<file path="src/rtl/rs_pkg.sv">
////////////////////////////////////////////////////////////////////////////
// shared widths, types and constants for the reservation station
// imported by every RTL block and by the testbench
////////////////////////////////////////////////////////////////////////////

package rs_pkg;

   // number of station entries
   localparam int RS_ENTRIES = 8;

   // payload and bookkeeping widths
   typedef logic [7:0]  rs_tag_t;
   typedef logic [63:0] rs_value_t;
   typedef logic [4:0]  rs_alu_func_t;
   typedef logic [$clog2(RS_ENTRIES)-1:0] rs_index_t;
   typedef logic [7:0]  rs_age_t;

   // tag meaning "not waiting" on an operand, or "no broadcast" on the CDB
   localparam rs_tag_t TAG_NULL = 8'hff;

   // ages stop counting here
   localparam rs_age_t AGE_MAX = 8'd255;

   // per entry state
   typedef enum logic [2:0]
   {
      RS_EMPTY        = 3'b000,
      RS_WAITING_A    = 3'b001,
      RS_WAITING_B    = 3'b010,
      RS_WAITING_BOTH = 3'b011,
      RS_READY        = 3'b100
   } rs_status_e;

endpackage
</file>
<file path="src/rtl/rs_issue_select.sv">
////////////////////////////////////////////////////////////////////////////
// issue select, grants the oldest ready entry
// equal ages resolve toward the lower index
////////////////////////////////////////////////////////////////////////////

`timescale 1ns/10ps

module rs_issue_select (
   input  logic [rs_pkg::RS_ENTRIES-1:0]            ready_mask,
   input  rs_pkg::rs_age_t [rs_pkg::RS_ENTRIES-1:0] ages,
   output logic                                     grant,
   output rs_pkg::rs_index_t                        grant_index
);
   import rs_pkg::*;

   // beats[j][i] set when ready entry j is chosen ahead of entry i
   logic [RS_ENTRIES-1:0] beats [RS_ENTRIES];
   logic [RS_ENTRIES-1:0] winner;

   always_comb
   begin
      for (int j = 0; j < RS_ENTRIES; j++)
      begin
         for (int i = 0; i < RS_ENTRIES; i++)
         begin
            beats[j][i] = ready_mask[j] && (j != i)
                          && ((ages[j] > ages[i]) || ((ages[j] == ages[i]) && (j < i)));
         end
      end
   end

   // a ready entry that nobody beats, at most one such entry
   always_comb
   begin
      for (int i = 0; i < RS_ENTRIES; i++)
      begin
         winner[i] = ready_mask[i];
         for (int j = 0; j < RS_ENTRIES; j++)
         begin
            if (beats[j][i])
               winner[i] = 1'b0;
         end
      end
   end

   // one-hot to index
   always_comb
   begin
      grant_index = '0;
      for (int i = 0; i < RS_ENTRIES; i++)
      begin
         if (winner[i])
            grant_index = grant_index | rs_index_t'(i);
      end
   end

   assign grant = |ready_mask;

endmodule

</file>
<file path="config.mk">
export PLATFORM = sky130hd
export DESIGN_NAME = rs_issue_select
export DESIGN_NICKNAME = d
export VERILOG_FILES = /design/src/rtl/rs_pkg.sv /design/src/rtl/rs_issue_select.sv
export SDC_FILE = /design/constraint.sdc
export NUM_CORES = 1
export LEC_CHECK = 0
export ABC_AREA = 1
export BUFFER_PORTS_ARGS = -buffer_cell sky130_fd_sc_hd__buf_2
export CORE_MARGIN = 2
export CORE_UTILIZATION = 62
export DETAILED_ROUTE_END_ITERATION = 6
export MAX_ROUTING_LAYER = met4
export PLACE_DENSITY = 0.83
export SYNTH_ARGS = -nofsm -noshare
export SYNTH_HDL_FRONTEND = slang
export SYNTH_SLANG_ARGS = --single-unit
</file>
<file path="constraint.sdc">
create_clock -name vclk -period 2.3
set_input_delay 0.46 -clock vclk [all_inputs]
set_output_delay 0.46 -clock vclk [all_outputs]
set_load 0.005 [all_outputs]
</file>
# Word level (Yosys, flattened, before mapping)
# Cells that the tools add are included.
# totals
reg_bits	0
in_bits	72
output_inout_bits	4
# classes
order_cmp	49
eq_ne	28
n_mux	56
n_reduce_logical	78
# op_table
cell	n
$gt 8x8->1	49
$eq 8x8->1	28
$mux 1	50
$logic_and 1x1->1	49
$logic_or 1x1->1	28
$mux 3	4
$reduce_or 8->1	1
$mux 2	2

# Depth between registers and ports, before layout
# depth
depth_word	17
depth_mapped	15
mapped_depth_nobuf	15

# Least setup slack after synthesis
# OpenSTA, ideal clock, no wires.
# synth_path
kind	input to output
from	input port ages[63] in the netlist's numbering
to	output port grant_index[0]
arrival_time_ps	1549
path_slack_ps	291
path_stages	10
n_path_buf	0
path_cell_list	inv_1 ha_1 a21o_1 nor2_1 nand3_1 nand2_1 nand2_1 nor2_2 nand3_2 nand4_1
# synth_between
elab_chain_len	11
elab_cells_between_ends	51
classes_between	10 x order compare; 7 x eq/ne; 17 x mux; 17 x reduce/logical
# synth_rtl
item	line	text
start, declared	rs_issue_select.sv:10	input rs_pkg::rs_age_t [rs_pkg::RS_ENTRIES-1:0] ages,
$gt 8x8->1 / $eq 8x8->1 (equally long branches)	rs_issue_select.sv:27	&& ((ages[j] > ages[i]) || ((ages[j] == ages[i]) && (j < i)));
$logic_or 1x1->1	rs_issue_select.sv:27	
$logic_and 1x1->1	rs_issue_select.sv:27	
$mux 1 (7 in a row)	rs_issue_select.sv:40	if (beats[j][i])
$mux 3 (*)	rs_issue_select.sv:52	if (winner[i])
end, declared	rs_issue_select.sv:12	output rs_pkg::rs_index_t grant_index
# Every way passes the cells marked *; elsewhere a longest branch is shown, timed or not.

# Final worst setup path
# layout_path
from	input port ages[61] in the netlist's numbering
to	output port grant_index[2]
# Same word-level chain as after synthesis.

==> reports/metrics.yaml <==
place_congestion: 1.03
core_mm2: 0.00915
max_slew_margin_pct: 71.1
hold_path.class: "in2out"
instances_no_fill: 1237
slowest_delay_ns: 0.47
drt_first_pass_iters: 7
seq_area_um2: 0
area_delta_synth_final_pct: 35.2
p_per_area_mw_per_mm2: 223
drt_iter0_drc: 650
power.leakage_uw: 0.00461
setup_viol: 3
grt_pass1_vias: 6968
rsz0062_at_grt: "true"
dp_hpwl_um: 16300
portBuffers: 76
synth.distinct_cells: 22
finalNetCount: 1422
final_util_pct: 85.5
vias: 7473
startpoint_type: "input pin"
wirelength_um: 23800
die_y_um: 101
synthCells: 932
synth_area_leaders: "ha_1, nand2_1, inv_1"
cp_top_family: "simple AND/OR/NAND/NOR gates"
viasPerCell: 6.04
grt_max_degree: 9
placed_cells: 1221
worstPathMaxFanout: 5
cap_viol_max_count: 0
crit_chain: "buf_2 > inv_2 > ha_1 > nand2_1 > nor2_1 > buf_4 > nand4_1 > nand3_1 > nand2_1 > nand2_1 > nor2_2 > nand3_2 > nand4_1 > buf_2"
finalCritPeriodShare_pct: 125
dpl_worst_slack_ns: -0.345
design.seq.count: 0
clock_buffers: 0
required_ns: 1.84
timing.fmax_mhz: 348
track_usage_pct: 43.1
syn_nets: 1228
final_max_slew_viol_count: 0
die_area_mm2: 0.0101
cp_common_cell: "nand2_1"
drive_gt1_share_pct: 28.2
ctsHoldBuffers: 0
critPathKind: "in2out"
overflow: 0
yosysSeqAreaShare_pct: 0
hold_viol_final: 0
drc: 3
fillCellCount: 551
multi_input_area_mm2: 0.00567
yosysTopAreaCellShare_pct: 48.4
antenna_left: 0
rows: 35
yosys_warnings: 0
synth_area_per_cell_um2: 6.21
syn_area_mm2: 0.00579
antenna_found_initial: 2
violations: "DRC, setup timing"
timing.final.ws_setup_ns: -0.571
timing.critical_path.buf_inv: 4
crit_path_top_delay_cell: "ha_1"
worst_pin_slew_ns: 0.430
grt_pass1_wl_um: 33600
timing.setup.tns_ns: -1.64
synth_largest_area_cell: "ha_1"
status: "finished, violations left"
endpoint_kind: "primary output"
wl_per_cell_um: 19.3
ir_worst_vdd_v: 0.000135
layout_min_cycle_time_ns: 2.87
critPathArrivalTime_ns: 2.41
start_util_pct: 63.2
die_x_um: 101
io_pins: 76
[logic make-up (layout without fill, tap and decap cells)]
kind of cell	Yosys count	after routing	synth area share (%)
other	0	2	0
buffers and inverters	155	347	10.1
adder cells (fa/ha/maj)	224	224	48.4
AO/OA/AOI/OAI	96	96	9.56
AND/OR/NAND/NOR	457	457	32.0
[layout by cell type (no fill, tap or decap)]
master and count:
nand2_2 15, inv_2 40, nand3b_1 1, o21ai_1 1, inv_4 1, inv_1 99, nand3_2 1, o21ai_2 1
clkinv_1 4, a211oi_1 1, nor2_1 64, nand4_1 26, nand2_1 291, ha_1 197, buf_6 14, ha_4 27
a21boi_1 1, buf_12 5, nand3_1 33, clkbuf_4 1, a21o_1 16, o21bai_1 3, a21oi_1 59, a21oi_2 6
diode_2 2, nor3_1 1, nor4_1 2, nor2_2 19, nor2_4 3, buf_2 69, clkinvlp_4 6, nor3_2 1
buf_4 108, o21a_1 8
[layout make-up]
| type | count | area share (%) |
|---|---|---|
| multi-input combinational | 777 | 72.5 |
| antenna | 2 | 0.0640 |
| inverter | 150 | 7.52 |
| tap | 111 | 1.77 |
| timing repair buffer | 197 | 18.2 |
[metrics by stage]
stage | hold slack (ns) | cell area, um2 | power [uW]
after detailed placement | 1.29 | 7120 | 1420
after global placement | 1.29 | 7120 | 1370
after global routing | 1.33 | 7830 | 1900
after CTS | 1.29 | 7580 | 1520
after floorplan | 1.00 | 5790 | 836
final | 1.31 | 7830 | 1750
[synthesized netlist by cell type]
library cell  instances
a211oi_1              1
a21boi_1              1
a21o_1               16
a21oi_1              65
clkbuf_1              5
clkinv_1              4
ha_1                224
inv_1               120
inv_2                26
nand2_1             306
nand3_1              33
nand3_2               1
nand3b_1              1
nand4_1              26
nor2_1               82
nor2_2                4
nor3_1                2
nor4_1                2
o21a_1                8
o21ai_0               1
o21ai_1               1
o21bai_1              3
[path summary, 6_finish.rpt]
path,startpoint,endpoint,cells after the start
max,ages[61],grant_index[2],14
min,ready_mask[1],grant,4
[repair_timing]
action | in CTS | in global routing
resized for setup | 63 | 49
buffers inserted | 9 | 5
endpoints found under the setup margin | 3 | 3
pin swaps | 29 | 29
[per-layer routing]
layer  vias up  part of all wire (%)  wire length (um)  track usage [%]
met5         -                     0                 0                -
met4         0                   8.5              2030             22.6
met3       210                    12              2900             5.83
met2       552                    42             10100             70.4
met1      3246                    37              8800             51.4
li1       3465                     -                 -                -
[report_power, final]
part | internal (uW) | total (uW) | switching [uW]
clock network | 0.000431 | 0.000431 | 0
logic | 728 | 1750 | 1020
registers | 0 | 0 | 0
Power figures use the tool's default switching activity.
