**src/rtl/rs_pkg.sv**
```systemverilog
////////////////////////////////////////////////////////////////////////////
// shared widths, types and constants for the reservation station
// imported by every RTL block and by the testbench
////////////////////////////////////////////////////////////////////////////

package rs_pkg;

   // number of station entries
   localparam int RS_ENTRIES = 8;

   // payload and bookkeeping widths
   typedef logic [7:0]  rs_tag_t;
   typedef logic [63:0] rs_value_t;
   typedef logic [4:0]  rs_alu_func_t;
   typedef logic [$clog2(RS_ENTRIES)-1:0] rs_index_t;
   typedef logic [7:0]  rs_age_t;

   // tag meaning "not waiting" on an operand, or "no broadcast" on the CDB
   localparam rs_tag_t TAG_NULL = 8'hff;

   // ages stop counting here
   localparam rs_age_t AGE_MAX = 8'd255;

   // per entry state
   typedef enum logic [2:0]
   {
      RS_EMPTY        = 3'b000,
      RS_WAITING_A    = 3'b001,
      RS_WAITING_B    = 3'b010,
      RS_WAITING_BOTH = 3'b011,
      RS_READY        = 3'b100
   } rs_status_e;

endpackage
```
**src/rtl/rs_fill_if.sv**
```systemverilog
////////////////////////////////////////////////////////////////////////////
// one entry write, carried from dispatch into the entry array
////////////////////////////////////////////////////////////////////////////

`timescale 1ns/10ps

interface rs_fill_if;
   import rs_pkg::*;

   logic         fill;
   rs_index_t    fill_index;
   rs_tag_t      dest_tag;
   rs_alu_func_t alu_func;
   rs_tag_t      tag_a;
   rs_value_t    value_a;
   rs_tag_t      tag_b;
   rs_value_t    value_b;

   modport dispatch_side (output fill, fill_index, dest_tag, alu_func,
                          tag_a, value_a, tag_b, value_b);

   modport array_side (input fill, fill_index, dest_tag, alu_func,
                       tag_a, value_a, tag_b, value_b);

endinterface

```
**src/rtl/rs_entry_array.sv**
```systemverilog
////////////////////////////////////////////////////////////////////////////
// entry storage with status, age and CDB wakeup per entry
// a grant frees its entry and registers it onto the issue outputs
////////////////////////////////////////////////////////////////////////////

`timescale 1ns/10ps

module rs_entry_array (
   input  logic                                  clock,
   input  logic                                  reset,
   input  rs_pkg::rs_tag_t                       cdb_tag,
   input  rs_pkg::rs_value_t                     cdb_value,
   input  logic                                  grant,
   input  rs_pkg::rs_index_t                     grant_index,
   rs_fill_if.array_side                         fill_bus,
   output logic [rs_pkg::RS_ENTRIES-1:0]         empty_mask,
   output logic [rs_pkg::RS_ENTRIES-1:0]         ready_mask,
   output rs_pkg::rs_age_t [rs_pkg::RS_ENTRIES-1:0] ages,
   output logic                                  issue_valid,
   output rs_pkg::rs_tag_t                       issue_dest_tag,
   output rs_pkg::rs_alu_func_t                  issue_alu_func,
   output rs_pkg::rs_value_t                     issue_value_a,
   output rs_pkg::rs_value_t                     issue_value_b
);
   import rs_pkg::*;

   rs_status_e   status_q   [RS_ENTRIES];
   rs_tag_t      tag_a_q    [RS_ENTRIES];
   rs_tag_t      tag_b_q    [RS_ENTRIES];
   rs_value_t    value_a_q  [RS_ENTRIES];
   rs_value_t    value_b_q  [RS_ENTRIES];
   rs_tag_t      dest_tag_q [RS_ENTRIES];
   rs_alu_func_t alu_func_q [RS_ENTRIES];
   rs_age_t      age_q      [RS_ENTRIES];

   logic [RS_ENTRIES-1:0] write_sel;
   logic [RS_ENTRIES-1:0] grant_sel;
   logic [RS_ENTRIES-1:0] wake_a;
   logic [RS_ENTRIES-1:0] wake_b;

   // state follows from which operand tags are still outstanding
   function automatic rs_status_e status_from_tags(input rs_tag_t tag_a, input rs_tag_t tag_b);
      logic wait_a;
      logic wait_b;
      wait_a = (tag_a != TAG_NULL);
      wait_b = (tag_b != TAG_NULL);
      case ({wait_a, wait_b})
         2'b00:   return RS_READY;
         2'b01:   return RS_WAITING_B;
         2'b10:   return RS_WAITING_A;
         default: return RS_WAITING_BOTH;
      endcase
   endfunction

   always_comb
   begin
      for (int i = 0; i < RS_ENTRIES; i++)
      begin
         write_sel[i]  = fill_bus.fill && (fill_bus.fill_index == rs_index_t'(i));
         grant_sel[i]  = grant && (grant_index == rs_index_t'(i));
         wake_a[i]     = (status_q[i] != RS_EMPTY) && (tag_a_q[i] != TAG_NULL)
                         && (tag_a_q[i] == cdb_tag);
         wake_b[i]     = (status_q[i] != RS_EMPTY) && (tag_b_q[i] != TAG_NULL)
                         && (tag_b_q[i] == cdb_tag);
         empty_mask[i] = (status_q[i] == RS_EMPTY);
         ready_mask[i] = (status_q[i] == RS_READY);
         ages[i]       = age_q[i];
      end
   end

   ////////////////////////////////////////////////////////////////////////////
   // status, waiting tags and ages
   ////////////////////////////////////////////////////////////////////////////

   always_ff @(posedge clock)
   begin
      if (reset)
      begin
         for (int i = 0; i < RS_ENTRIES; i++)
         begin
            status_q[i] <= RS_EMPTY;
            tag_a_q[i]  <= TAG_NULL;
            tag_b_q[i]  <= TAG_NULL;
            age_q[i]    <= '0;
         end
         issue_valid <= 1'b0;
      end
      else
      begin
         for (int i = 0; i < RS_ENTRIES; i++)
         begin
            if (write_sel[i])
            begin
               tag_a_q[i]  <= fill_bus.tag_a;
               tag_b_q[i]  <= fill_bus.tag_b;
               status_q[i] <= status_from_tags(fill_bus.tag_a, fill_bus.tag_b);
               age_q[i]    <= '0;
            end
            else if (grant_sel[i])
            begin
               status_q[i] <= RS_EMPTY;
            end
            else if (status_q[i] != RS_EMPTY)
            begin
               if (wake_a[i])
                  tag_a_q[i] <= TAG_NULL;
               if (wake_b[i])
                  tag_b_q[i] <= TAG_NULL;
               status_q[i] <= status_from_tags(wake_a[i] ? TAG_NULL : tag_a_q[i],
                                               wake_b[i] ? TAG_NULL : tag_b_q[i]);
               // each accepted dispatch makes the older entries one step older
               if (fill_bus.fill && (age_q[i] != AGE_MAX))
                  age_q[i] <= age_q[i] + 1'b1;
            end
         end
         issue_valid <= grant;
      end
   end

   ////////////////////////////////////////////////////////////////////////////
   // operand values, entry fields and issue payload
   ////////////////////////////////////////////////////////////////////////////

   always_ff @(posedge clock)
   begin
      for (int i = 0; i < RS_ENTRIES; i++)
      begin
         if (write_sel[i])
         begin
            value_a_q[i]  <= fill_bus.value_a;
            value_b_q[i]  <= fill_bus.value_b;
            dest_tag_q[i] <= fill_bus.dest_tag;
            alu_func_q[i] <= fill_bus.alu_func;
         end
         else
         begin
            if (wake_a[i])
               value_a_q[i] <= cdb_value;
            if (wake_b[i])
               value_b_q[i] <= cdb_value;
         end
      end
      if (grant)
      begin
         issue_dest_tag <= dest_tag_q[grant_index];
         issue_alu_func <= alu_func_q[grant_index];
         issue_value_a  <= value_a_q[grant_index];
         issue_value_b  <= value_b_q[grant_index];
      end
   end

endmodule

```
**src/flat_wrapper.sv**
```systemverilog
// flat-port wrapper written by rule: the top's interface ports become plain ports
module rs_entry_array_flat import rs_pkg::*;
  (clock, reset, cdb_tag, cdb_value, grant, grant_index, empty_mask, ready_mask, ages, issue_valid, issue_dest_tag, issue_alu_func, issue_value_a, issue_value_b, fill_bus_fill, fill_bus_fill_index, fill_bus_dest_tag, fill_bus_alu_func, fill_bus_tag_a, fill_bus_value_a, fill_bus_tag_b, fill_bus_value_b);
  rs_fill_if fill_bus_i ();
  input  logic clock;
  input  logic reset;
  input  rs_pkg::rs_tag_t cdb_tag;
  input  rs_pkg::rs_value_t cdb_value;
  input  logic grant;
  input  rs_pkg::rs_index_t grant_index;
  output logic [rs_pkg::RS_ENTRIES-1:0] empty_mask;
  output logic [rs_pkg::RS_ENTRIES-1:0] ready_mask;
  output rs_pkg::rs_age_t [rs_pkg::RS_ENTRIES-1:0] ages;
  output logic issue_valid;
  output rs_pkg::rs_tag_t issue_dest_tag;
  output rs_pkg::rs_alu_func_t issue_alu_func;
  output rs_pkg::rs_value_t issue_value_a;
  output rs_pkg::rs_value_t issue_value_b;
  input wire logic [$bits(fill_bus_i.fill)-1:0] fill_bus_fill;
  input wire logic [$bits(fill_bus_i.fill_index)-1:0] fill_bus_fill_index;
  input wire logic [$bits(fill_bus_i.dest_tag)-1:0] fill_bus_dest_tag;
  input wire logic [$bits(fill_bus_i.alu_func)-1:0] fill_bus_alu_func;
  input wire logic [$bits(fill_bus_i.tag_a)-1:0] fill_bus_tag_a;
  input wire logic [$bits(fill_bus_i.value_a)-1:0] fill_bus_value_a;
  input wire logic [$bits(fill_bus_i.tag_b)-1:0] fill_bus_tag_b;
  input wire logic [$bits(fill_bus_i.value_b)-1:0] fill_bus_value_b;
  assign fill_bus_i.fill = fill_bus_fill;
  assign fill_bus_i.fill_index = fill_bus_fill_index;
  assign fill_bus_i.dest_tag = fill_bus_dest_tag;
  assign fill_bus_i.alu_func = fill_bus_alu_func;
  assign fill_bus_i.tag_a = fill_bus_tag_a;
  assign fill_bus_i.value_a = fill_bus_value_a;
  assign fill_bus_i.tag_b = fill_bus_tag_b;
  assign fill_bus_i.value_b = fill_bus_value_b;
  rs_entry_array u_core (.clock(clock), .reset(reset), .cdb_tag(cdb_tag), .cdb_value(cdb_value), .grant(grant), .grant_index(grant_index), .fill_bus(fill_bus_i), .empty_mask(empty_mask), .ready_mask(ready_mask), .ages(ages), .issue_valid(issue_valid), .issue_dest_tag(issue_dest_tag), .issue_alu_func(issue_alu_func), .issue_value_a(issue_value_a), .issue_value_b(issue_value_b));
endmodule
```
**config.mk**
```make
export PLATFORM = sky130hd
export DESIGN_NAME = rs_entry_array_flat
export DESIGN_NICKNAME = d
export VERILOG_FILES = /design/src/rtl/rs_pkg.sv /design/src/rtl/rs_fill_if.sv /design/src/rtl/rs_entry_array.sv /design/src/flat_wrapper.sv
export SDC_FILE = /design/constraint.sdc
export NUM_CORES = 2
export LEC_CHECK = 0
export BUFFER_PORTS_ARGS = -buffer_cell sky130_fd_sc_hd__clkbuf_2
export CORE_MARGIN = 2
export CORE_UTILIZATION = 45
export DETAILED_ROUTE_END_ITERATION = 16
export GPL_TIMING_DRIVEN = 1
export RECOVER_POWER = 25
export SLEW_MARGIN = 30
export SYNTH_ARGS = -nofsm -noshare
export SYNTH_HDL_FRONTEND = slang
export SYNTH_SLANG_ARGS = --single-unit
```
**constraint.sdc**
```tcl
create_clock -name clock -period 8.1 [get_ports clock]
set_input_delay 1.215 -clock clock [delete_from_list [all_inputs] [get_ports clock]]
set_output_delay 1.215 -clock clock [all_outputs]
set_load 0.02 [all_outputs]
```
## Word-level counts from Yosys, hierarchy flattened

Memory sizes are Yosys's and may differ from the RTL's. A register that Yosys moved wholly into a read port is not among the register bits.
Cells that the tools add are included.

| storage, ports and cells | value |
|---|---|
| bits in registers | 1 |
| bits in writable memories | 1344 |
| input bits | 239 |
| memories | 8 |

Memory list:

| name | words | width | read ports | clocked after memory_dff | wr ports | line | RTL |
|---|---|---|---|---|---|---|---|
| u_core.value_a_q | 8 | 64 | 1 | 1 | 8 | rs_entry_array.sv:30 | `rs_value_t value_a_q [RS_ENTRIES];` |
| u_core.value_b_q | 8 | 64 | 1 | 1 | 8 | rs_entry_array.sv:31 | `rs_value_t value_b_q [RS_ENTRIES];` |
| u_core.age_q | 8 | 8 | 8 | 0 | 8 | rs_entry_array.sv:34 | `rs_age_t age_q [RS_ENTRIES];` |
| u_core.dest_tag_q | 8 | 8 | 1 | 1 | 1 | rs_entry_array.sv:32 | `rs_tag_t dest_tag_q [RS_ENTRIES];` |
| u_core.tag_a_q | 8 | 8 | 8 | 0 | 8 | rs_entry_array.sv:28 | `rs_tag_t tag_a_q [RS_ENTRIES];` |
| u_core.tag_b_q | 8 | 8 | 8 | 0 | 8 | rs_entry_array.sv:29 | `rs_tag_t tag_b_q [RS_ENTRIES];` |
| 2 more memories | -- | -- | -- | -- | -- | -- |  |

| operators by class | value |
|---|---|
| add/sub/neg operators | 8 |
| eq/ne operators | 98 |
| muxes and demuxes | 485 |
| bitwise operators | 88 |
| reductions and logical operators | 97 |

Operators by type and width:

| kind | count |
|---|---|
| $mux W64 | 16 |
| $mux W8 | 71 |
| $ne A8 B8 Y1 const B | 42 |
| $mux W1 | 296 |
| $mux W3 | 86 |
| $eq A8 B8 Y1 | 16 |
| $or A1 B1 Y1 | 88 |
| $pmux W3 S3 | 9 |
| $add A8 B1 Y8 const B | 8 |
| $logic_and A1 B1 Y1 | 56 |
| $reduce_or A8 Y1 | 7 |
| $eq A3 B3 Y1 const B | 16 |
| $mux W5 | 7 |
| $reduce_or A5 Y1 | 7 |
| $logic_not A3 Y1 | 10 |
| $reduce_bool A3 Y1 | 8 |
| $eq A2 B1 Y1 const B | 9 |
| $eq A2 B2 Y1 const B | 9 |
| $logic_not A2 Y1 | 9 |
| $eq A3 B2 Y1 const B | 4 |
| $eq A3 B1 Y1 const B | 2 |

## Longest topological paths before layout

| depth | value |
|---|---|
| depth after elaboration | 12 |
| depth in mapped cells | 9 |
| depth with buffers taken out | 7 |

## Least setup slack after synthesis

Ideal clock, no wire load.

| timing path | value |
|---|---|
| kind | input to register |
| start | input cdb_tag[5] |
| end | memory u_core.value_b_q[7][0] (netlist bit), enable pin |
| setup time | 0.581 ns |
| arrival | 6.746 ns |
| required time | 7.519 ns |
| slack | 0.773 ns |
| cell stages on the path | 5 |
| cell sequence | buf_2 buf_2 xnor2_1 nand4_1 o31ai_1 |

RTL lines:

| item | line | RTL |
|---|---|---|
| from (decl) | flat_wrapper.sv:7 | `input rs_pkg::rs_tag_t cdb_tag;` |
| to (decl) | rs_entry_array.sv:31 |  |

## Final worst setup path

| timing path | value |
|---|---|
| start | input grant |
| end | register u_core.issue_dest_tag[6] (read register of u_core.dest_tag_q), enable pin |

RTL lines:

| item | line | RTL |
|---|---|---|
| from (decl) | flat_wrapper.sv:9 | `input logic grant;` |
| to (decl) | rs_entry_array.sv:20 | `output rs_pkg::rs_tag_t issue_dest_tag,` |

No word-level cell between the ends.

==> results.toml <==
[run_status]
outcome = "finished, violations left"
violations = "max-capacitance violations, max-slew violations"

[yosys]
synth_edf_count = 1485
number_of_synthesized_register_bits = 1486
synth_adder_area_share_pct = 0.141
yosysWarnings = 0
postSynth.topFlopCell = "edfxtp_1"
syn_area_per_cell_um2 = 17.5
synth_sequential_area_ratio_pct = 63.0
combinational_family_with_the_most_area_after_synthesis = "multiplexers"
syn-num-nets = 4288
synthSimpleGateAreaFrac_pct = 4.10
total_standard_cell_area_after_synthesis_um2 = 70800
synth_compound_area_share_pct = 0.688
post_synth_inst_count = 4041
synth-xor-area-share_pct = 2.18
postSynth.asyncResetShare_pct = 0
post_synth_num_cell_types = 61
synth.mux.area_fraction_pct = 27.8

[sta]
final.setup.tns_ns = 0
finalHoldWorstSlack_ns = 0.622
maxSlewViolCount = 432
final.min_clock_period_ns = 5.95
setup_violations = 0
timing.max_slew.rel_slack_pct = -132
finalHoldViolations = 0
maxClockFrequency_mhz = 168
rsz_0062_raised_after_global_routing = "false"
max_slew.worst_pin.slew_ns = 3.48
timing.clock.skew_ns = 0.0312
timing.final.crit_share_pct = 73.5

[finish]
multi_input_area_um2 = 24900
sequential_cell_area_um2 = 44600
layout_commonest_cell = "edfxtp_1"
number_of_inserted_filler_cells_in_the_final_layout = 12960
final_core_utilization_pct = 51.3
most-common-layout-cells = "1485 x edfxtp_1, 1067 x mux2_2, 282 x mux4_2"
final_area_um2 = 80100
post_route_cells_drive_above_1_share_pct = 44.2
area.growth.synth_to_final_pct = 13.3
fin_nets = 4703

[worst_setup_path]
critical_path.max_fanout = 28
setup_crit_start = "grant"
critical-path-slowest-cell = "clkbuf_1"
worst_path_largest_cell_delay_ns = 1.94
critPathRequiredTime_ns = 8.55
endpoint_kind = "flip-flop"
cp_data_arrival_time_ns = 6.40
critical-path-top-cell-by-count = "clkbuf_1"
crit_start_category = "input port"
timing.rr.start = "u_core.tag_a_q[1][23]"
worst-setup-path-type = "input port to flip-flop"
crit_chain = "clkbuf_1 > clkbuf_1 > clkbuf_1 > buf_4"

[global_route]
antenna_found_initial = 47
grt_pass1_wl_um = 288000
grt_pass1_vias = 40235
overall_fraction_of_global_route_tracks_in_use_pct = 24.6
maximum_number_of_pins_on_one_net_before_global_route_repair = 126
grt-ovfl-total = 0

[route]
vias_per_cell = 5.91
detailroute.via_count = 39330
drt_pre_antenna_iters = 6
wirelength_routed_um = 200000
ant_nets = 0
drt_drc_violations_left = 0
mean_routed_wirelength_per_cell_um = 30.0
first_iter_violations = 3239

[die]
floorplan.die.height_um = 401
fp-row-count = 145
boundaryPins = 461
design.die.area_um2 = 160000
die_w_um = 401
floorplan.initialDensity_pct = 45.3
fp.coreArea_um2 = 156000

[pwr]
cellPowerDensity_nw_per_um2 = 227
p_total_mw = 18.2
p_leak_nw = 26.3
ir_drop_uv = 199

[placed_design]
post_dp_area_um2 = 75300
place.detailed.hpwl_um = 119000
numPortBuffers = 460
gp_congestion = 0.808

[clocking]
clk_pin_slew_ns = 0.06
clock_sink_count = 1486
cts.hold.buffers_added = 0
number_of_levels_in_the_clock_h_tree = 4
clk_root_buffer_cell = "clkbuf_16"
ctsResizeCount = 0
tritoncts_clock_tree = "built"
cts_bufs_inserted = 165
postCtsSetupRepairBufs = 0
clock_latency_ns = 0.81
cts_buffer_depth = 3

[hold_path]
worst_hold_path_type = "flip-flop to flip-flop"
holdCritStartpoint = "u_core.age_q[2][0]"

[job]
drv.max_cap_violation_count = 12
## report_power, final
group	internal [mW]	switching [mW]	total [mW]
sequential	8.84	0.153	8.99
combinational	0.695	1.11	1.81
clock	4.24	3.13	7.37
## synthesized netlist by cell type, drive strengths merged, types with 5 or more instances
| master | instances | area (µm²) |
|---|---|---|
| buf | 146 | 818 |
| mux4 | 282 | 6350 |
| nor3 | 23 | 115 |
| and3 | 11 | 68.8 |
| nor2 | 127 | 487 |
| a31o | 5 | 43.8 |
| nand2 | 89 | 334 |
| nand2b | 11 | 76.3 |
| mux2 | 1165 | 13300 |
| nor4 | 14 | 93.8 |
| nand4b | 5 | 43.8 |
| xnor2 | 116 | 1020 |
| o32ai | 6 | 52.6 |
| xor2 | 60 | 526 |
| edfxtp | 1485 | 44600 |
| ha | 8 | 100 |
| nand3b | 5 | 37.5 |
| nor3b | 8 | 60.1 |
| or2 | 68 | 425 |
| nand3 | 51 | 260 |
| a21oi | 7 | 35.0 |
| or4 | 6 | 48.8 |
| and2 | 6 | 37.5 |
| o211ai | 5 | 37.5 |
| nand4 | 63 | 400 |
| inv | 22 | 82.6 |
| o21ai | 17 | 85.1 |
| clkbuf | 137 | 514 |
| or3 | 50 | 313 |
## layer usage
| layer | up-vias | share of wire [%] | track usage (%) |
|---|---|---|---|
| li1 | 16989 | - | - |
| met1 | 20634 | 43 | 34.0 |
| met2 | 1345 | 48 | 39.9 |
| met3 | 330 | 6.1 | 4.52 |
| met4 | 32 | 2.5 | 7.22 |
| met5 | - | 0.099 | 0 |
## worst max-delay path, delay by kind of cell
kind,cells,cell delay [ns]
buffers and inverters,4,5.07
## state kept, by name, summed over array words and instances (netlist names)
signal,cells
u_core.value_b_q,512
u_core.issue_value_a,64
u_core.alu_func_q,40
u_core.value_a_q,512
u_core.issue_value_b,64
u_core.tag_a_q,64
u_core.age_q,64
u_core.status_q,24
u_core.issue_dest_tag,8
u_core.issue_valid,1
u_core.issue_alu_func,5
u_core.dest_tag_q,64
u_core.tag_b_q,64
## path summary, 6_finish.rpt
| path | end | slack, ns | cells after the start |
|---|---|---|---|
| setup / recovery | u_core.issue_dest_tag[6] | 2.15 | 4 |
| hold / removal | u_core.age_q[2][0] | 0.62 | 1 |
| setup reg to reg | u_core.value_a_q[6][13] | 4.12 | 5 |
| hold reg to reg | u_core.age_q[2][0] | 0.62 | 1 |
## stage by stage
| step | cells | worst slack, ns |
|---|---|---|
| after floorplan | 4041 | 0.773 |
| after global placement | 6339 | 3.11 |
| after detailed placement | 6346 | 3.14 |
| after CTS | 6640 | 4.02 |
| after global routing | 6647 | 1.92 |
| final | 6650 | 2.15 |
## area by class of cell
cell class                      instances  area share [%]
Sequential cell                      1486            55.7
Multi-Input combinational cell       2248            31.1
Clock buffer                          204            5.39
Timing Repair Buffer                  531            3.35
Tap cell                             2058            3.21
Clock inverter                         90            1.14
Inverter                               24           0.112
Antenna cell                            9          0.0281
## cell families (layout without fill, tap and decap cells)
logic type	count (synthesis)	in the layout
other	0	9
multiplexers	1447	1447
flip-flops	1486	1486
AO/OA/AOI/OAI	68	68
adder cells (fa/ha/maj)	8	8
buffers and inverters	307	849
XOR/XNOR	176	176
AND/OR/NAND/NOR	549	549
No activity file was read; power rests on OpenSTA's default activity.
