### src/rtl/rs_pkg.sv
////////////////////////////////////////////////////////////////////////////
// shared widths, types and constants for the reservation station
// imported by every RTL block and by the testbench
////////////////////////////////////////////////////////////////////////////

package rs_pkg;

   // number of station entries
   localparam int RS_ENTRIES = 8;

   // payload and bookkeeping widths
   typedef logic [7:0]  rs_tag_t;
   typedef logic [63:0] rs_value_t;
   typedef logic [4:0]  rs_alu_func_t;
   typedef logic [$clog2(RS_ENTRIES)-1:0] rs_index_t;
   typedef logic [7:0]  rs_age_t;

   // tag meaning "not waiting" on an operand, or "no broadcast" on the CDB
   localparam rs_tag_t TAG_NULL = 8'hff;

   // ages stop counting here
   localparam rs_age_t AGE_MAX = 8'd255;

   // per entry state
   typedef enum logic [2:0]
   {
      RS_EMPTY        = 3'b000,
      RS_WAITING_A    = 3'b001,
      RS_WAITING_B    = 3'b010,
      RS_WAITING_BOTH = 3'b011,
      RS_READY        = 3'b100
   } rs_status_e;

endpackage
### src/rtl/rs_fill_if.sv
////////////////////////////////////////////////////////////////////////////
// one entry write, carried from dispatch into the entry array
////////////////////////////////////////////////////////////////////////////

`timescale 1ns/10ps

interface rs_fill_if;
   import rs_pkg::*;

   logic         fill;
   rs_index_t    fill_index;
   rs_tag_t      dest_tag;
   rs_alu_func_t alu_func;
   rs_tag_t      tag_a;
   rs_value_t    value_a;
   rs_tag_t      tag_b;
   rs_value_t    value_b;

   modport dispatch_side (output fill, fill_index, dest_tag, alu_func,
                          tag_a, value_a, tag_b, value_b);

   modport array_side (input fill, fill_index, dest_tag, alu_func,
                       tag_a, value_a, tag_b, value_b);

endinterface

### src/rtl/rs_dispatch.sv
////////////////////////////////////////////////////////////////////////////
// dispatch stage, picks the lowest empty entry and resolves operands
// that are broadcast on the CDB in the dispatch cycle itself
////////////////////////////////////////////////////////////////////////////

`timescale 1ns/10ps

module rs_dispatch (
   input  logic                          dispatch_valid,
   input  rs_pkg::rs_tag_t               dispatch_dest_tag,
   input  rs_pkg::rs_alu_func_t          dispatch_alu_func,
   input  rs_pkg::rs_tag_t               dispatch_tag_a,
   input  rs_pkg::rs_value_t             dispatch_value_a,
   input  rs_pkg::rs_tag_t               dispatch_tag_b,
   input  rs_pkg::rs_value_t             dispatch_value_b,
   input  rs_pkg::rs_tag_t               cdb_tag,
   input  rs_pkg::rs_value_t             cdb_value,
   input  logic [rs_pkg::RS_ENTRIES-1:0] empty_mask,
   output logic                          dispatch_ready,
   rs_fill_if.dispatch_side              fill_bus
);
   import rs_pkg::*;

   rs_index_t free_index;
   logic      free_found;
   logic      match_a;
   logic      match_b;

   // priority search, lowest index wins
   always_comb
   begin
      free_index = '0;
      free_found = 1'b0;
      for (int i = RS_ENTRIES - 1; i >= 0; i--)
      begin
         if (empty_mask[i])
         begin
            free_index = rs_index_t'(i);
            free_found = 1'b1;
         end
      end
   end

   // result already on the CDB this cycle, take it now
   assign match_a = (cdb_tag != TAG_NULL) && (dispatch_tag_a == cdb_tag);
   assign match_b = (cdb_tag != TAG_NULL) && (dispatch_tag_b == cdb_tag);

   assign dispatch_ready      = free_found;
   assign fill_bus.fill       = dispatch_valid && free_found;
   assign fill_bus.fill_index = free_index;
   assign fill_bus.dest_tag   = dispatch_dest_tag;
   assign fill_bus.alu_func   = dispatch_alu_func;
   assign fill_bus.tag_a      = match_a ? TAG_NULL : dispatch_tag_a;
   assign fill_bus.value_a    = match_a ? cdb_value : dispatch_value_a;
   assign fill_bus.tag_b      = match_b ? TAG_NULL : dispatch_tag_b;
   assign fill_bus.value_b    = match_b ? cdb_value : dispatch_value_b;

endmodule

### src/flat_wrapper.sv
// flat-port wrapper written by rule: the top's interface ports become plain ports
module rs_dispatch_flat import rs_pkg::*;
  (dispatch_valid, dispatch_dest_tag, dispatch_alu_func, dispatch_tag_a, dispatch_value_a, dispatch_tag_b, dispatch_value_b, cdb_tag, cdb_value, empty_mask, dispatch_ready, fill_bus_fill, fill_bus_fill_index, fill_bus_dest_tag, fill_bus_alu_func, fill_bus_tag_a, fill_bus_value_a, fill_bus_tag_b, fill_bus_value_b);
  rs_fill_if fill_bus_i ();
  input  logic dispatch_valid;
  input  rs_pkg::rs_tag_t dispatch_dest_tag;
  input  rs_pkg::rs_alu_func_t dispatch_alu_func;
  input  rs_pkg::rs_tag_t dispatch_tag_a;
  input  rs_pkg::rs_value_t dispatch_value_a;
  input  rs_pkg::rs_tag_t dispatch_tag_b;
  input  rs_pkg::rs_value_t dispatch_value_b;
  input  rs_pkg::rs_tag_t cdb_tag;
  input  rs_pkg::rs_value_t cdb_value;
  input  logic [rs_pkg::RS_ENTRIES-1:0] empty_mask;
  output logic dispatch_ready;
  output wire logic [$bits(fill_bus_i.fill)-1:0] fill_bus_fill;
  output wire logic [$bits(fill_bus_i.fill_index)-1:0] fill_bus_fill_index;
  output wire logic [$bits(fill_bus_i.dest_tag)-1:0] fill_bus_dest_tag;
  output wire logic [$bits(fill_bus_i.alu_func)-1:0] fill_bus_alu_func;
  output wire logic [$bits(fill_bus_i.tag_a)-1:0] fill_bus_tag_a;
  output wire logic [$bits(fill_bus_i.value_a)-1:0] fill_bus_value_a;
  output wire logic [$bits(fill_bus_i.tag_b)-1:0] fill_bus_tag_b;
  output wire logic [$bits(fill_bus_i.value_b)-1:0] fill_bus_value_b;
  assign fill_bus_fill = fill_bus_i.fill;
  assign fill_bus_fill_index = fill_bus_i.fill_index;
  assign fill_bus_dest_tag = fill_bus_i.dest_tag;
  assign fill_bus_alu_func = fill_bus_i.alu_func;
  assign fill_bus_tag_a = fill_bus_i.tag_a;
  assign fill_bus_value_a = fill_bus_i.value_a;
  assign fill_bus_tag_b = fill_bus_i.tag_b;
  assign fill_bus_value_b = fill_bus_i.value_b;
  rs_dispatch u_core (.dispatch_valid(dispatch_valid), .dispatch_dest_tag(dispatch_dest_tag), .dispatch_alu_func(dispatch_alu_func), .dispatch_tag_a(dispatch_tag_a), .dispatch_value_a(dispatch_value_a), .dispatch_tag_b(dispatch_tag_b), .dispatch_value_b(dispatch_value_b), .cdb_tag(cdb_tag), .cdb_value(cdb_value), .empty_mask(empty_mask), .dispatch_ready(dispatch_ready), .fill_bus(fill_bus_i));
endmodule
### config.mk
export PLATFORM = sky130hd
export DESIGN_NAME = rs_dispatch_flat
export DESIGN_NICKNAME = d
export VERILOG_FILES = /design/src/rtl/rs_pkg.sv /design/src/rtl/rs_fill_if.sv /design/src/rtl/rs_dispatch.sv /design/src/flat_wrapper.sv
export SDC_FILE = /design/constraint.sdc
export NUM_CORES = 1
export LEC_CHECK = 0
export BUFFER_PORTS_ARGS = -buffer_cell sky130_fd_sc_hd__buf_2
export CORE_AREA = 2 2 156 158
export DETAILED_ROUTE_END_ITERATION = 10
export DIE_AREA = 0 0 158 160
export GPL_TIMING_DRIVEN = 1
export SYNTH_ARGS = -nofsm -noshare
export SYNTH_HDL_FRONTEND = slang
export SYNTH_SLANG_ARGS = --single-unit
### constraint.sdc
create_clock -name vclk -period 3.4
set_input_delay 0.34 -clock vclk [all_inputs]
set_output_delay 0.34 -clock vclk [all_outputs]
set_load 0.1 [all_outputs]
# After elaboration in Yosys (flattened, before gate mapping)
# Cells that the tools add are included.
# Widths: inputs -> output; s select.
# word_totals
latch_bits,0
ff_bits,0
mem_bits_rw,0
elab_cells,26
n_memories,0
romBits,0
# classes
bitwise,0
shifts,0
n_mul,0
eq_ne,3
muxes,20
div_mod_pow,0
magnitude_cmp,0
add_sub_neg,0
n_reduce_logical,3
# ops
operator,n
$mux 64,2
$mux 3,8
$eq 8x8->1,2
$mux 8,2
$mux 1,8
$ne 8x8->1 const B,1
$logic_and 1x1->1,3

# Logic depth before layout (Yosys ltp)
# Gate-level depths: netlist of the first run.
# logic_depth
word_depth,9
mapped_depth,5
depth_no_buf,4

# Worst setup path before layout of the first run
# Ideal clock, no wire load.
# synth_path
kind,input-to-output
start,input empty_mask[4] (netlist bit)
end,output fill_bus_fill_index[1]
setup_slack_ns,0.468
arrival_ns,2.592
path_buffers,0
path_stages,3
required_ns,3.060
cell_sequence,nor3_1 nor3_1 nor3_1
# synth_between
elab_chain_cells,5
# synth_rtl
item,line_no,rtl
from (decl),flat_wrapper.sv:14,input logic [rs_pkg::RS_ENTRIES-1:0] empty_mask;
$mux 3 (5 in series),rs_dispatch.sv:36,if (empty_mask[i])
to (decl),flat_wrapper.sv:17,output wire logic [$bits(fill_bus_i.fill_index)-1:0] fill_bus_fill_index;
# Every way passes these cells.

# Worst setup path in the final report of the first run
# layout_path
start,input cdb_tag[7]
end,output fill_bus_value_b[1]
# layout_between
elab_chain_cells,3
word_cells_on_any_way,4
classes_between,eq/ne (2); mux (1); reduce/logical (1)
# layout_rtl
item,line_no,rtl
from (decl),flat_wrapper.sv:12,input rs_pkg::rs_tag_t cdb_tag;
$ne 8x8->1 / $eq 8x8->1 (equally long branches),rs_dispatch.sv:46,assign match_b = (cdb_tag != TAG_NULL) && (dispatch_tag_b == cdb_tag);
$logic_and 1x1->1 (*),rs_dispatch.sv:46,
$mux 64 (*),rs_dispatch.sv:56,assign fill_bus.value_b = match_b ? cdb_value : dispatch_value_b;
to (decl),flat_wrapper.sv:23,output wire logic [$bits(fill_bus_i.value_b)-1:0] fill_bus_value_b;
# Every way passes the cells marked *; elsewhere a longest branch is shown, timed or not.

==> run_results.csv, run 1 <==
group,metric,value,unit
floorplanning,dieArea,25280,sq um
setup_path,crit_required,3060,ps
cells_and_area,nets,802,
cells_and_area,seq_area,0,sq um
drt,drt_first_pass_iters,4,
setup_path,cp.arrival,2220,ps
logic_synthesis,synth_nets,449,
floorplanning,io_pins,400,
timing,rsz0062_at_grt,"false",
timing,fin_setup_tns,0,ps
setup_path,end_kind,"output port",
run_status,status,"complete, no violations",
global_route,first_global_vias,2822,
cells_and_area,utilization,17.40,%
cells_and_area,syn2layout_area_growth,100.2,%
cells_and_area,fin_cells,887,
timing,fin_crit,2561,ps
clock_network,post_cts_resized,0,
cells_and_area,design.seq.count,0,
drt,routed_via_density,3.428,
logic_synthesis,synth_mux_area_share,69.65,%
drt,drt_iter0_drc,68,
logic_synthesis,synthAdderAreaFrac,0,%
timing,period_share,75.33,%
timing,tightest_slew,535.9,ps
drt,num_vias,3041,
power,p_seq_share,0,%
hold_path,hold_path_class,"input pin to output port",
placement,io_buffers,374,
global_route,grt_overflow_total,0,
setup_path,crit_type,"input pin to output port",
clock_network,cts_post_setup_buffers_inserted,0,
logic_synthesis,synthDistinctLibCells,19,
drt,drc_errors,0,
floorplanning,rows,57,
logic_synthesis,synth_top_area_share,63.12,%
timing,finalHoldViolCount,0,
floorplanning,initial_core_util,8.688,%
logic_synthesis,synth_top_family_by_area,"multiplexers",
setup_path,setup.worst_path.start,"cdb_tag[7]",
setup_path,start_kind,"input pin",
placement,dp.cells,886,
logic_synthesis,synth_compound_gate_area_share,0.8464,%
drt,routed_wl,11.19,mm
clock_network,hold_buffers,0,
power,switching_share,78.34,%
global_route,grt_max_degree,41,
setup_path,cp.depth,7,
timing,max_freq,0.3905,GHz
logic_synthesis,synth_area_leaders,"mux2_2 (63%), xnor2_1 (6.8%), mux2_1 (6.5%)",
drt,wire_per_inst,12.61,microns
floorplanning,die_w,158,microns
power,p_comb_share,100.0,%
job,max_cap_violations,0,
setup_path,critical-path-top-delay-family,"buffers and inverters",
timing,slew_viol_final,0,
drt,postRouteAntennaNets,0,
power,p_leak,2.080,nW
placement,gp_congestion,0.8088,
setup_path,max_stage_delay,470,ps
logic_synthesis,avgSynthCellArea,9.808,sq um
timing,timing.slew.headroom,64.27,%
floorplanning,core,23820,sq um
floorplanning,die_y,160,microns
power,intPower,237.4,uW
setup_path,endpoint,"fill_bus_value_b[1]",
power,powerDensity,264.5,nW/um^2
power,peakVddDrop,0.08961,mV
global_route,antenna_found_initial,1,
setup_path,critPathBufInv,3,
power,power.share.clock,0,%
global_route,grt_util_all_layers,7.307,%
logic_synthesis,syn_inst,211,
setup_path,crit_path_max_fanout,40,
logic_synthesis,synth_simple_gate_area_share,11.00,%
power,p_sw,858.5,uW
setup_path,crit_chain,"buf_2 -> xnor2_1 -> nand4_1 -> nor3_4 -> buf_4 -> mux2_2 -> buf_2",
cells_and_area,nClkBuffers,0,
placement,dpl.hpwl,9.985,mm
logic_synthesis,yosys.area.top_type,"mux2_2",
cells_and_area,drive_above_1_share,91.10,%
logic_synthesis,synth_xor_area_share,6.771,%
logic_synthesis,syn_area,2069,sq um
timing,setup_viol,0,
logic_synthesis,synth_warnings,0,
logic_synthesis,yosysSeqAreaShare,0,%
global_route,grt_pass1_wl,14.61,mm
setup_path,crit_top_cell,"buf_2",
setup_path,critPathSlowestCell,"buf_4",
synthesized netlist by cell type:
master    count
mux2_2      116
or2_2        16
xnor2_1      16
buf_4        15
mux2_1       12
buf_6        10
nand4_1       6
nor3_1        3
a21oi_1       2
clkbuf_2      2
inv_1         2
nor2_1        2
nor3_4        2
nor4_1        2
and2_1        1
nand2_1       1
nand2b_1      1
nor2b_1       1
o21bai_1      1
power by group through the flow:
stage	Combinational [mW]	Sequential [mW]	Clock, mW
finish	1.10	0	0.0000000393
global route	1.13	0	0.0000000393
CTS	1.10	0	0
detailed placement	1.10	0	0
global placement	1.09	0	0
floorplan	0.924	0	0
how the worst min path moves through the flow:
| stage | depth (start not counted) | endpoint | from |
|---|---|---|---|
| floorplan | 1 | fill_bus_alu_func[0] | dispatch_alu_func[0] |
| global placement | 0 | fill_bus_alu_func[4] | dispatch_alu_func[4] |
| detailed placement | 0 | fill_bus_alu_func[4] | dispatch_alu_func[4] |
| CTS | 0 | fill_bus_alu_func[4] | dispatch_alu_func[4] |
| global route | 0 | fill_bus_alu_func[3] | dispatch_alu_func[3] |
| finish | 0 | fill_bus_alu_func[0] | dispatch_alu_func[0] |
stage by stage:
stage	hold WS, ps	setup slack (ps)	power (mW)	cell area [sq um]
6_report	680.0	838.9	1.096	4144
5_1_grt	680.1	746.6	1.130	4144
4_1_cts	680.7	830.1	1.099	4141
3_5_place_dp	680.7	821.0	1.097	4141
3_3_place_gp	680.7	838.4	1.093	4141
2_1_floorplan	891.5	468.2	0.9244	2069
cell families after synthesis:
kind of cell / after synthesis
xor+xnor: 16
simple gates: 35
compound gates: 3
mux: 128
buf+inv: 29
final cells by class:
| class | count | area [sq um] |
|---|---|---|
| Tap cell | 324 | 405.4 |
| Inverter | 2 | 7.507 |
| Antenna cell | 1 | 2.502 |
| Timing Repair Buffer | 378 | 1902 |
| Fill cell | 2736 | 19680 |
| Multi-Input combinational cell | 182 | 1827 |
metal layers:
metal  track usage (%)  vias to the layer above  wire length, microns
met1             8.017                     1360                  4221
met4            0.1229                        0                     6
met3             1.031                        2                  1105
met5                 0                        -                     0
met2             15.22                      205                  5854
li1                  -                     1474                     -
layout by cell type (no fill, tap or decap), types with 2 or more instances in the layout:
| cell type | n |
|---|---|
| nor3_4 | 2 |
| xnor2_1 | 16 |
| inv_1 | 2 |
| mux2_1 | 12 |
| buf_4 | 4 |
| nor3_1 | 3 |
| nor2_1 | 2 |
| a21oi_1 | 2 |
| or2_2 | 16 |
| nor4_1 | 2 |
| buf_2 | 374 |
| mux2_2 | 116 |
| nand4_1 | 6 |
(Power assumes the default switching activity.)
==> inputs of run 2 (changes only) <==
--- a/config.mk
+++ b/config.mk
@@ -5,10 +5,11 @@
 export SDC_FILE = /design/constraint.sdc
 export NUM_CORES = 1
 export LEC_CHECK = 0
+export ABC_AREA = 1
 export BUFFER_PORTS_ARGS = -buffer_cell sky130_fd_sc_hd__buf_2
-export CORE_AREA = 2 2 156 158
+export CORE_AREA = 2 2 155 157
 export DETAILED_ROUTE_END_ITERATION = 10
-export DIE_AREA = 0 0 158 160
+export DIE_AREA = 0 0 157 159
 export GPL_TIMING_DRIVEN = 1
 export SYNTH_ARGS = -nofsm -noshare
 export SYNTH_HDL_FRONTEND = slang
==> constraint.sdc (replaced) <==
create_clock -name vclk -period 2.4
set_input_delay 0.24 -clock vclk [all_inputs]
set_output_delay 0.24 -clock vclk [all_outputs]
set_load 0.1 [all_outputs]
==> run 2 against run 1 <==
Critical path depth rose by 5. Non-clock buffer count rose by 9. First-iteration DRC count rose to 5.7 times the previous value. Final area rose by 36%. Area after synthesis rose by 37%. Sequential share of layout area did not move. Final cell count rose by 35%. Synthesized cell count rose to 2.7 times the previous value. Combinational power rose by 64%. Critical path type unchanged. Critical endpoint is now fill_bus_value_a[16]. Largest cell class unchanged. Largest power group unchanged.
==> run_results.csv, run 2 <==
group,metric,value,unit
global_route,grt_pass1_wl,23.57,mm
setup_path,critical-path-top-delay-family,"buffers and inverters",
setup_path,crit_path_max_fanout,72,
cells_and_area,most-common-layout-cells,"buf_2 (318), nand2_1 (314), nand4_1 (128)",
global_route,first_global_vias,4573,
logic_synthesis,synth_most_common_cell,"nand2_1",
timing,setup_viol,0,
setup_path,start_kind,"input pin",
timing,tightest_slew,517.0,ps
placement,place_ws,258.7,ps
drt,routed_via_density,4.226,
logic_synthesis,synthDistinctLibCells,21,
timing,finalHoldViolCount,0,
cells_and_area,layout_commonest_cell,"buf_2",
global_route,grt_max_degree,78,
timing,period_share,90.02,%
drt,num_vias,5076,
drt,drc_errors,0,
power,p_leak,3.301,nW
cells_and_area,syn2layout_area_growth,97.36,%
timing,timing.slew.headroom,65.53,%
floorplanning,rows,56,
power,peakVddDrop,0.1116,mV
logic_synthesis,yosys.area.top_type,"nand2_1",
drt,postRouteAntennaNets,0,
logic_synthesis,syn_inst,564,
placement,dpl.hpwl,12.99,mm
logic_synthesis,synth_nets,802,
setup_path,critPathSlowestCell,"buf_2",
floorplanning,initial_core_util,12.27,%
timing,rsz0062_at_grt,"false",
placement,io_buffers,374,
timing,max_freq,0.4629,GHz
setup_path,crit_required,2160,ps
floorplanning,core,23190,sq um
timing,fin_crit,2160,ps
drt,wire_per_inst,13.17,microns
global_route,grt_util_all_layers,11.35,%
timing,slew_viol_final,0,
logic_synthesis,synth_warnings,0,
floorplanning,die_w,157,microns
global_route,antenna_found_initial,1,
hold_path,hold_path_class,"input pin to output port",
logic_synthesis,synth_area_leaders,"nand2_1 (41%), nand4_1 (28%), buf_4 (9.2%)",
timing,fin_setup_tns,0,ps
timing,whs,480.0,ps
logic_synthesis,yosysSeqAreaShare,0,%
logic_synthesis,syn_area,2845,sq um
setup_path,max_stage_delay,420,ps
setup_path,crit_top_cell,"nand2_1",
job,max_cap_violations,0,
drt,routed_wl,15.82,mm
logic_synthesis,avgSynthCellArea,5.045,sq um
cells_and_area,num_antenna_cells,0,
run_status,status,"complete, no violations",
cells_and_area,design.seq.count,0,
placement,gp_congestion,0.8728,
cells_and_area,nClkBuffers,0,
cells_and_area,seq_area,0,sq um
setup_path,end_kind,"output port",
cells_and_area,drive_above_1_share,45.24,%
floorplanning,io_pins,400,
cells_and_area,nets,1122,
logic_synthesis,synth_top_area_share,41.42,%
clock_network,post_cts_resized,0,
setup_path,crit_chain,"buf_2 -> inv_2 -> nand2_1 -> nand2_1 -> nand2_1 -> nor2_4 -> buf_12 -> nand3_4 -> buf_12 -> nand2_1 -> nand2_1 -> buf_2",
power,finalPower,1.795,mW
cells_and_area,multi_input_area,2212,sq um
clock_network,cts_post_setup_buffers_inserted,0,
floorplanning,dieArea,24960,sq um
cells_and_area,fill_cells,2621,
drt,drt_first_pass_iters,5,
timing,fin_ws,239.5,ps
setup_path,crit_type,"input pin to output port",
drt,drt_iter0_drc,388,
power,powerDensity,319.7,nW/um^2
logic_synthesis,synthTopCellsByCount,"nand2_1 (314), nand4_1 (128), buf_4 (35)",
global_route,grt_overflow_total,0,
setup_path,cp.arrival,1920,ps
clock_network,hold_buffers,0,
setup_path,critPathBufInv,5,
floorplanning,die_y,159,microns
## run 2: cell count changes after synthesis, moves of 12 or more
cell,previous run,this run
buf_2,0,15
mux2_1,12,0
buf_4,15,35
inv_1,2,22
mux2_2,116,0
nand4_1,6,128
or2_2,16,0
nand2_1,1,314
## run 2: area by class of cell
type	count	area share, %
inverters	25	1.671
repair buffers	387	51.83
multi-input cells	470	39.39
well taps	319	7.108
## run 2: worst paths after layout
kind / startpoint / end / slack [ps] / depth (start not counted)
worst max-delay path: cdb_tag[4] / fill_bus_value_a[16] / 240 / 12
worst min-delay path: dispatch_dest_tag[0] / fill_bus_dest_tag[0] / 480 / 0
## run 2: logic make-up (layout without fill, tap and decap cells)
| logic type | Yosys count | in the layout | synth area share (%) |
|---|---|---|---|
| xor+xnor | 6 | 6 | 1.847 |
| compound gates | 4 | 4 | 0.7915 |
| simple gates | 460 | 460 | 73.88 |
| buf+inv | 94 | 412 | 23.48 |
## run 2: stage by stage
| stage | instance area (sq um) | cells | utilization [%] |
|---|---|---|---|
| after floorplan | 2850 | 564 | - |
| after global placement | 5615 | 1201 | 24.21 |
| after detailed placement | 5615 | 1201 | 24.21 |
| after CTS | 5615 | 1201 | 24.21 |
| after global routing | 5615 | 1201 | 24.21 |
| final | 5615 | 1201 | 24.21 |
## run 2: per-layer routing
| layer | wire length, microns | up-vias | track usage, % |
|---|---|---|---|
| met5 | 13 | - | 0 |
| met4 | 364 | 2 | 2.502 |
| met3 | 1430 | 30 | 1.742 |
| met2 | 8021 | 277 | 21.73 |
| met1 | 5985 | 2250 | 13.02 |
| li1 | - | 2517 | - |
## run 2: power breakdown
group / switching (mW) / internal [mW]
logic: 1.33 / 0.463
clock network: 0 / 0
registers: 0 / 0
==> inputs of run 3 (changes only) <==
--- a/config.mk
+++ b/config.mk
@@ -7,10 +7,12 @@
 export LEC_CHECK = 0
 export ABC_AREA = 1
 export BUFFER_PORTS_ARGS = -buffer_cell sky130_fd_sc_hd__buf_2
+export CAP_MARGIN = 0
 export CORE_AREA = 2 2 155 157
 export DETAILED_ROUTE_END_ITERATION = 10
 export DIE_AREA = 0 0 157 159
 export GPL_TIMING_DRIVEN = 1
+export REMOVE_ABC_BUFFERS = 1
 export SYNTH_ARGS = -nofsm -noshare
 export SYNTH_HDL_FRONTEND = slang
 export SYNTH_SLANG_ARGS = --single-unit
==> constraint.sdc (replaced) <==
create_clock -name vclk -period 2.4
set_input_delay 0.48 -clock vclk [all_inputs]
set_output_delay 0.48 -clock vclk [all_outputs]
set_load 0.1 [all_outputs]
==> run 3 against run 2 <==
Count of clock-buffer cells in the layout unchanged. Sequential cell count unchanged. Utilization increased by 8.4 points. Combinational power up 22%. Die area did not move. Largest power group unchanged. Final area rose by 35%.
==> run_results.csv, run 3 (same netlist as run 2, synthesis figures left out) <==
group,metric,value,unit
drt,postRouteAntennaNets,0,
global_route,grt_max_degree,44,
timing,setup_viol,0,
timing,timing.slew.headroom,67.60,%
placement,dp.cells,1208,
cells_and_area,layout_commonest_cell,"nand2_1",
cells_and_area,seq_area,0,sq um
timing,max_freq,0.4237,GHz
setup_path,crit_path_max_fanout,17,
setup_path,cp.arrival,1880,ps
cells_and_area,design.seq.count,0,
cells_and_area,num_antenna_cells,0,
global_route,grt_util_all_layers,13.51,%
global_route,first_global_vias,5199,
setup_path,start_kind,"input pin",
setup_path,crit_top_cell,"buf_12",
power,p_leak,4.031,nW
floorplanning,die_w,157,microns
cells_and_area,most-common-layout-cells,"nand2_1 (271), buf_2 (230), buf_12 (157)",
placement,io_buffers,374,
drt,routed_wl,21.50,mm
run_status,status,"complete, no violations",
timing,tightest_slew,489.3,ps
floorplanning,dieArea,24960,sq um
drt,drt_iter0_drc,501,
cells_and_area,fill_cells,2429,
cells_and_area,drive_above_1_share,51.60,%
timing,whs,960.8,ps
floorplanning,initial_core_util,12.27,%
setup_path,crit_required,1920,ps
cells_and_area,syn2layout_area_growth,166.1,%
setup_path,end_kind,"output port",
timing,fin_setup_tns,0,ps
placement,dpl.hpwl,15.05,mm
setup_path,crit_chain,"buf_2 -> xnor2_1 -> nand2_1 -> nor2_4 -> buf_4 -> buf_12 -> nand4_1 -> nand2_2 -> buf_12",
global_route,antenna_found_initial,0,
setup_path,max_stage_delay,210,ps
timing,fin_crit,2360,ps
power,finalPower,2.188,mW
drt,wire_per_inst,17.54,microns
job,max_cap_violations,0,
timing,finalHoldViolCount,0,
global_route,grt_pass1_wl,27.56,mm
floorplanning,core,23190,sq um
setup_path,crit_type,"input pin to output port",
placement,dpl_cell_area,7034,sq um
floorplanning,io_pins,400,
hold_path,hold_path_class,"input pin to output port",
drt,drt_first_pass_iters,5,
drt,routed_via_density,4.446,
drt,num_vias,5451,
drt,drc_errors,0,
timing,slew_viol_final,0,
setup_path,critPathSlowestCell,"nor2_4",
cells_and_area,fin_cells,1226,
placement,gp_congestion,0.8830,
cells_and_area,nClkBuffers,0,
global_route,grt_overflow_total,0,
power,peakVddDrop,0.1206,mV
floorplanning,die_y,159,microns
timing,rsz0062_at_grt,"true",
cells_and_area,fin_area,7571,sq um
floorplanning,rows,56,
timing,period_share,98.35,%
clock_network,hold_buffers,0,
cells_and_area,nets,1147,
power,powerDensity,289.0,nW/um^2
run 3: cell types whose count changed in the layout (fill, tap and decap cells not counted), sizes merged:
cell,delta
clkbuf,+10
buf,+15
run 3: cell type report:
type	instances	area (sq um)	area share, %
multi-input combinational	470	2322	30.67
timing repair buffer	412	4756	62.82
inverter	25	93.84	1.239
tap	319	399.1	5.272
run 3: routing by layer:
metal / share of wire (%) / global-route usage (%) / vias to the layer above
met1: 38 / 15.49 / 2555
met2: 52 / 25.56 / 304
met5: 0 / 0 / -
met4: 1.2 / 2.419 / 0
met3: 8.9 / 2.885 / 22
li1: - / - / 2570
run 3: what timing repair did:
| item | CTS | global route |
|---|---|---|
| setup buffers | 0 | 6 |
| setup endpoints to repair | 0 | 81 |
| hold endpoints to repair | 0 | 0 |
| resized for setup | 0 | 55 |
run 3: metrics by stage:
stage / utilization (%) / setup slack [ps]
floorplan: - / -2316
global placement: 30.33 / 9.124
detailed placement: 30.33 / 24.85
CTS: 30.33 / 21.78
global route: 32.64 / -33.61
finish: 32.64 / 39.67
run 3: power breakdown:
group	switching (mW)	leakage [nW]	total [mW]	internal, mW
Sequential	0	0	0	0
Combinational	1.43	4.03	2.19	0.759
Clock	0	0	0	0
Total	1.43	4.03	2.19	0.759
run 3: worst max-delay path, delay by kind of cell:
family / cells / cell delay [ps]
and+or+nand+nor: 4 / 610
buffers and inverters: 4 / 590
xor gates and xnor gates: 1 / 160
run 3: final timing paths:
check            startpoint                    to  depth (start not counted)
min    dispatch_alu_func[0]  fill_bus_alu_func[0]                          0
max              cdb_tag[3]  fill_bus_value_b[28]                          9
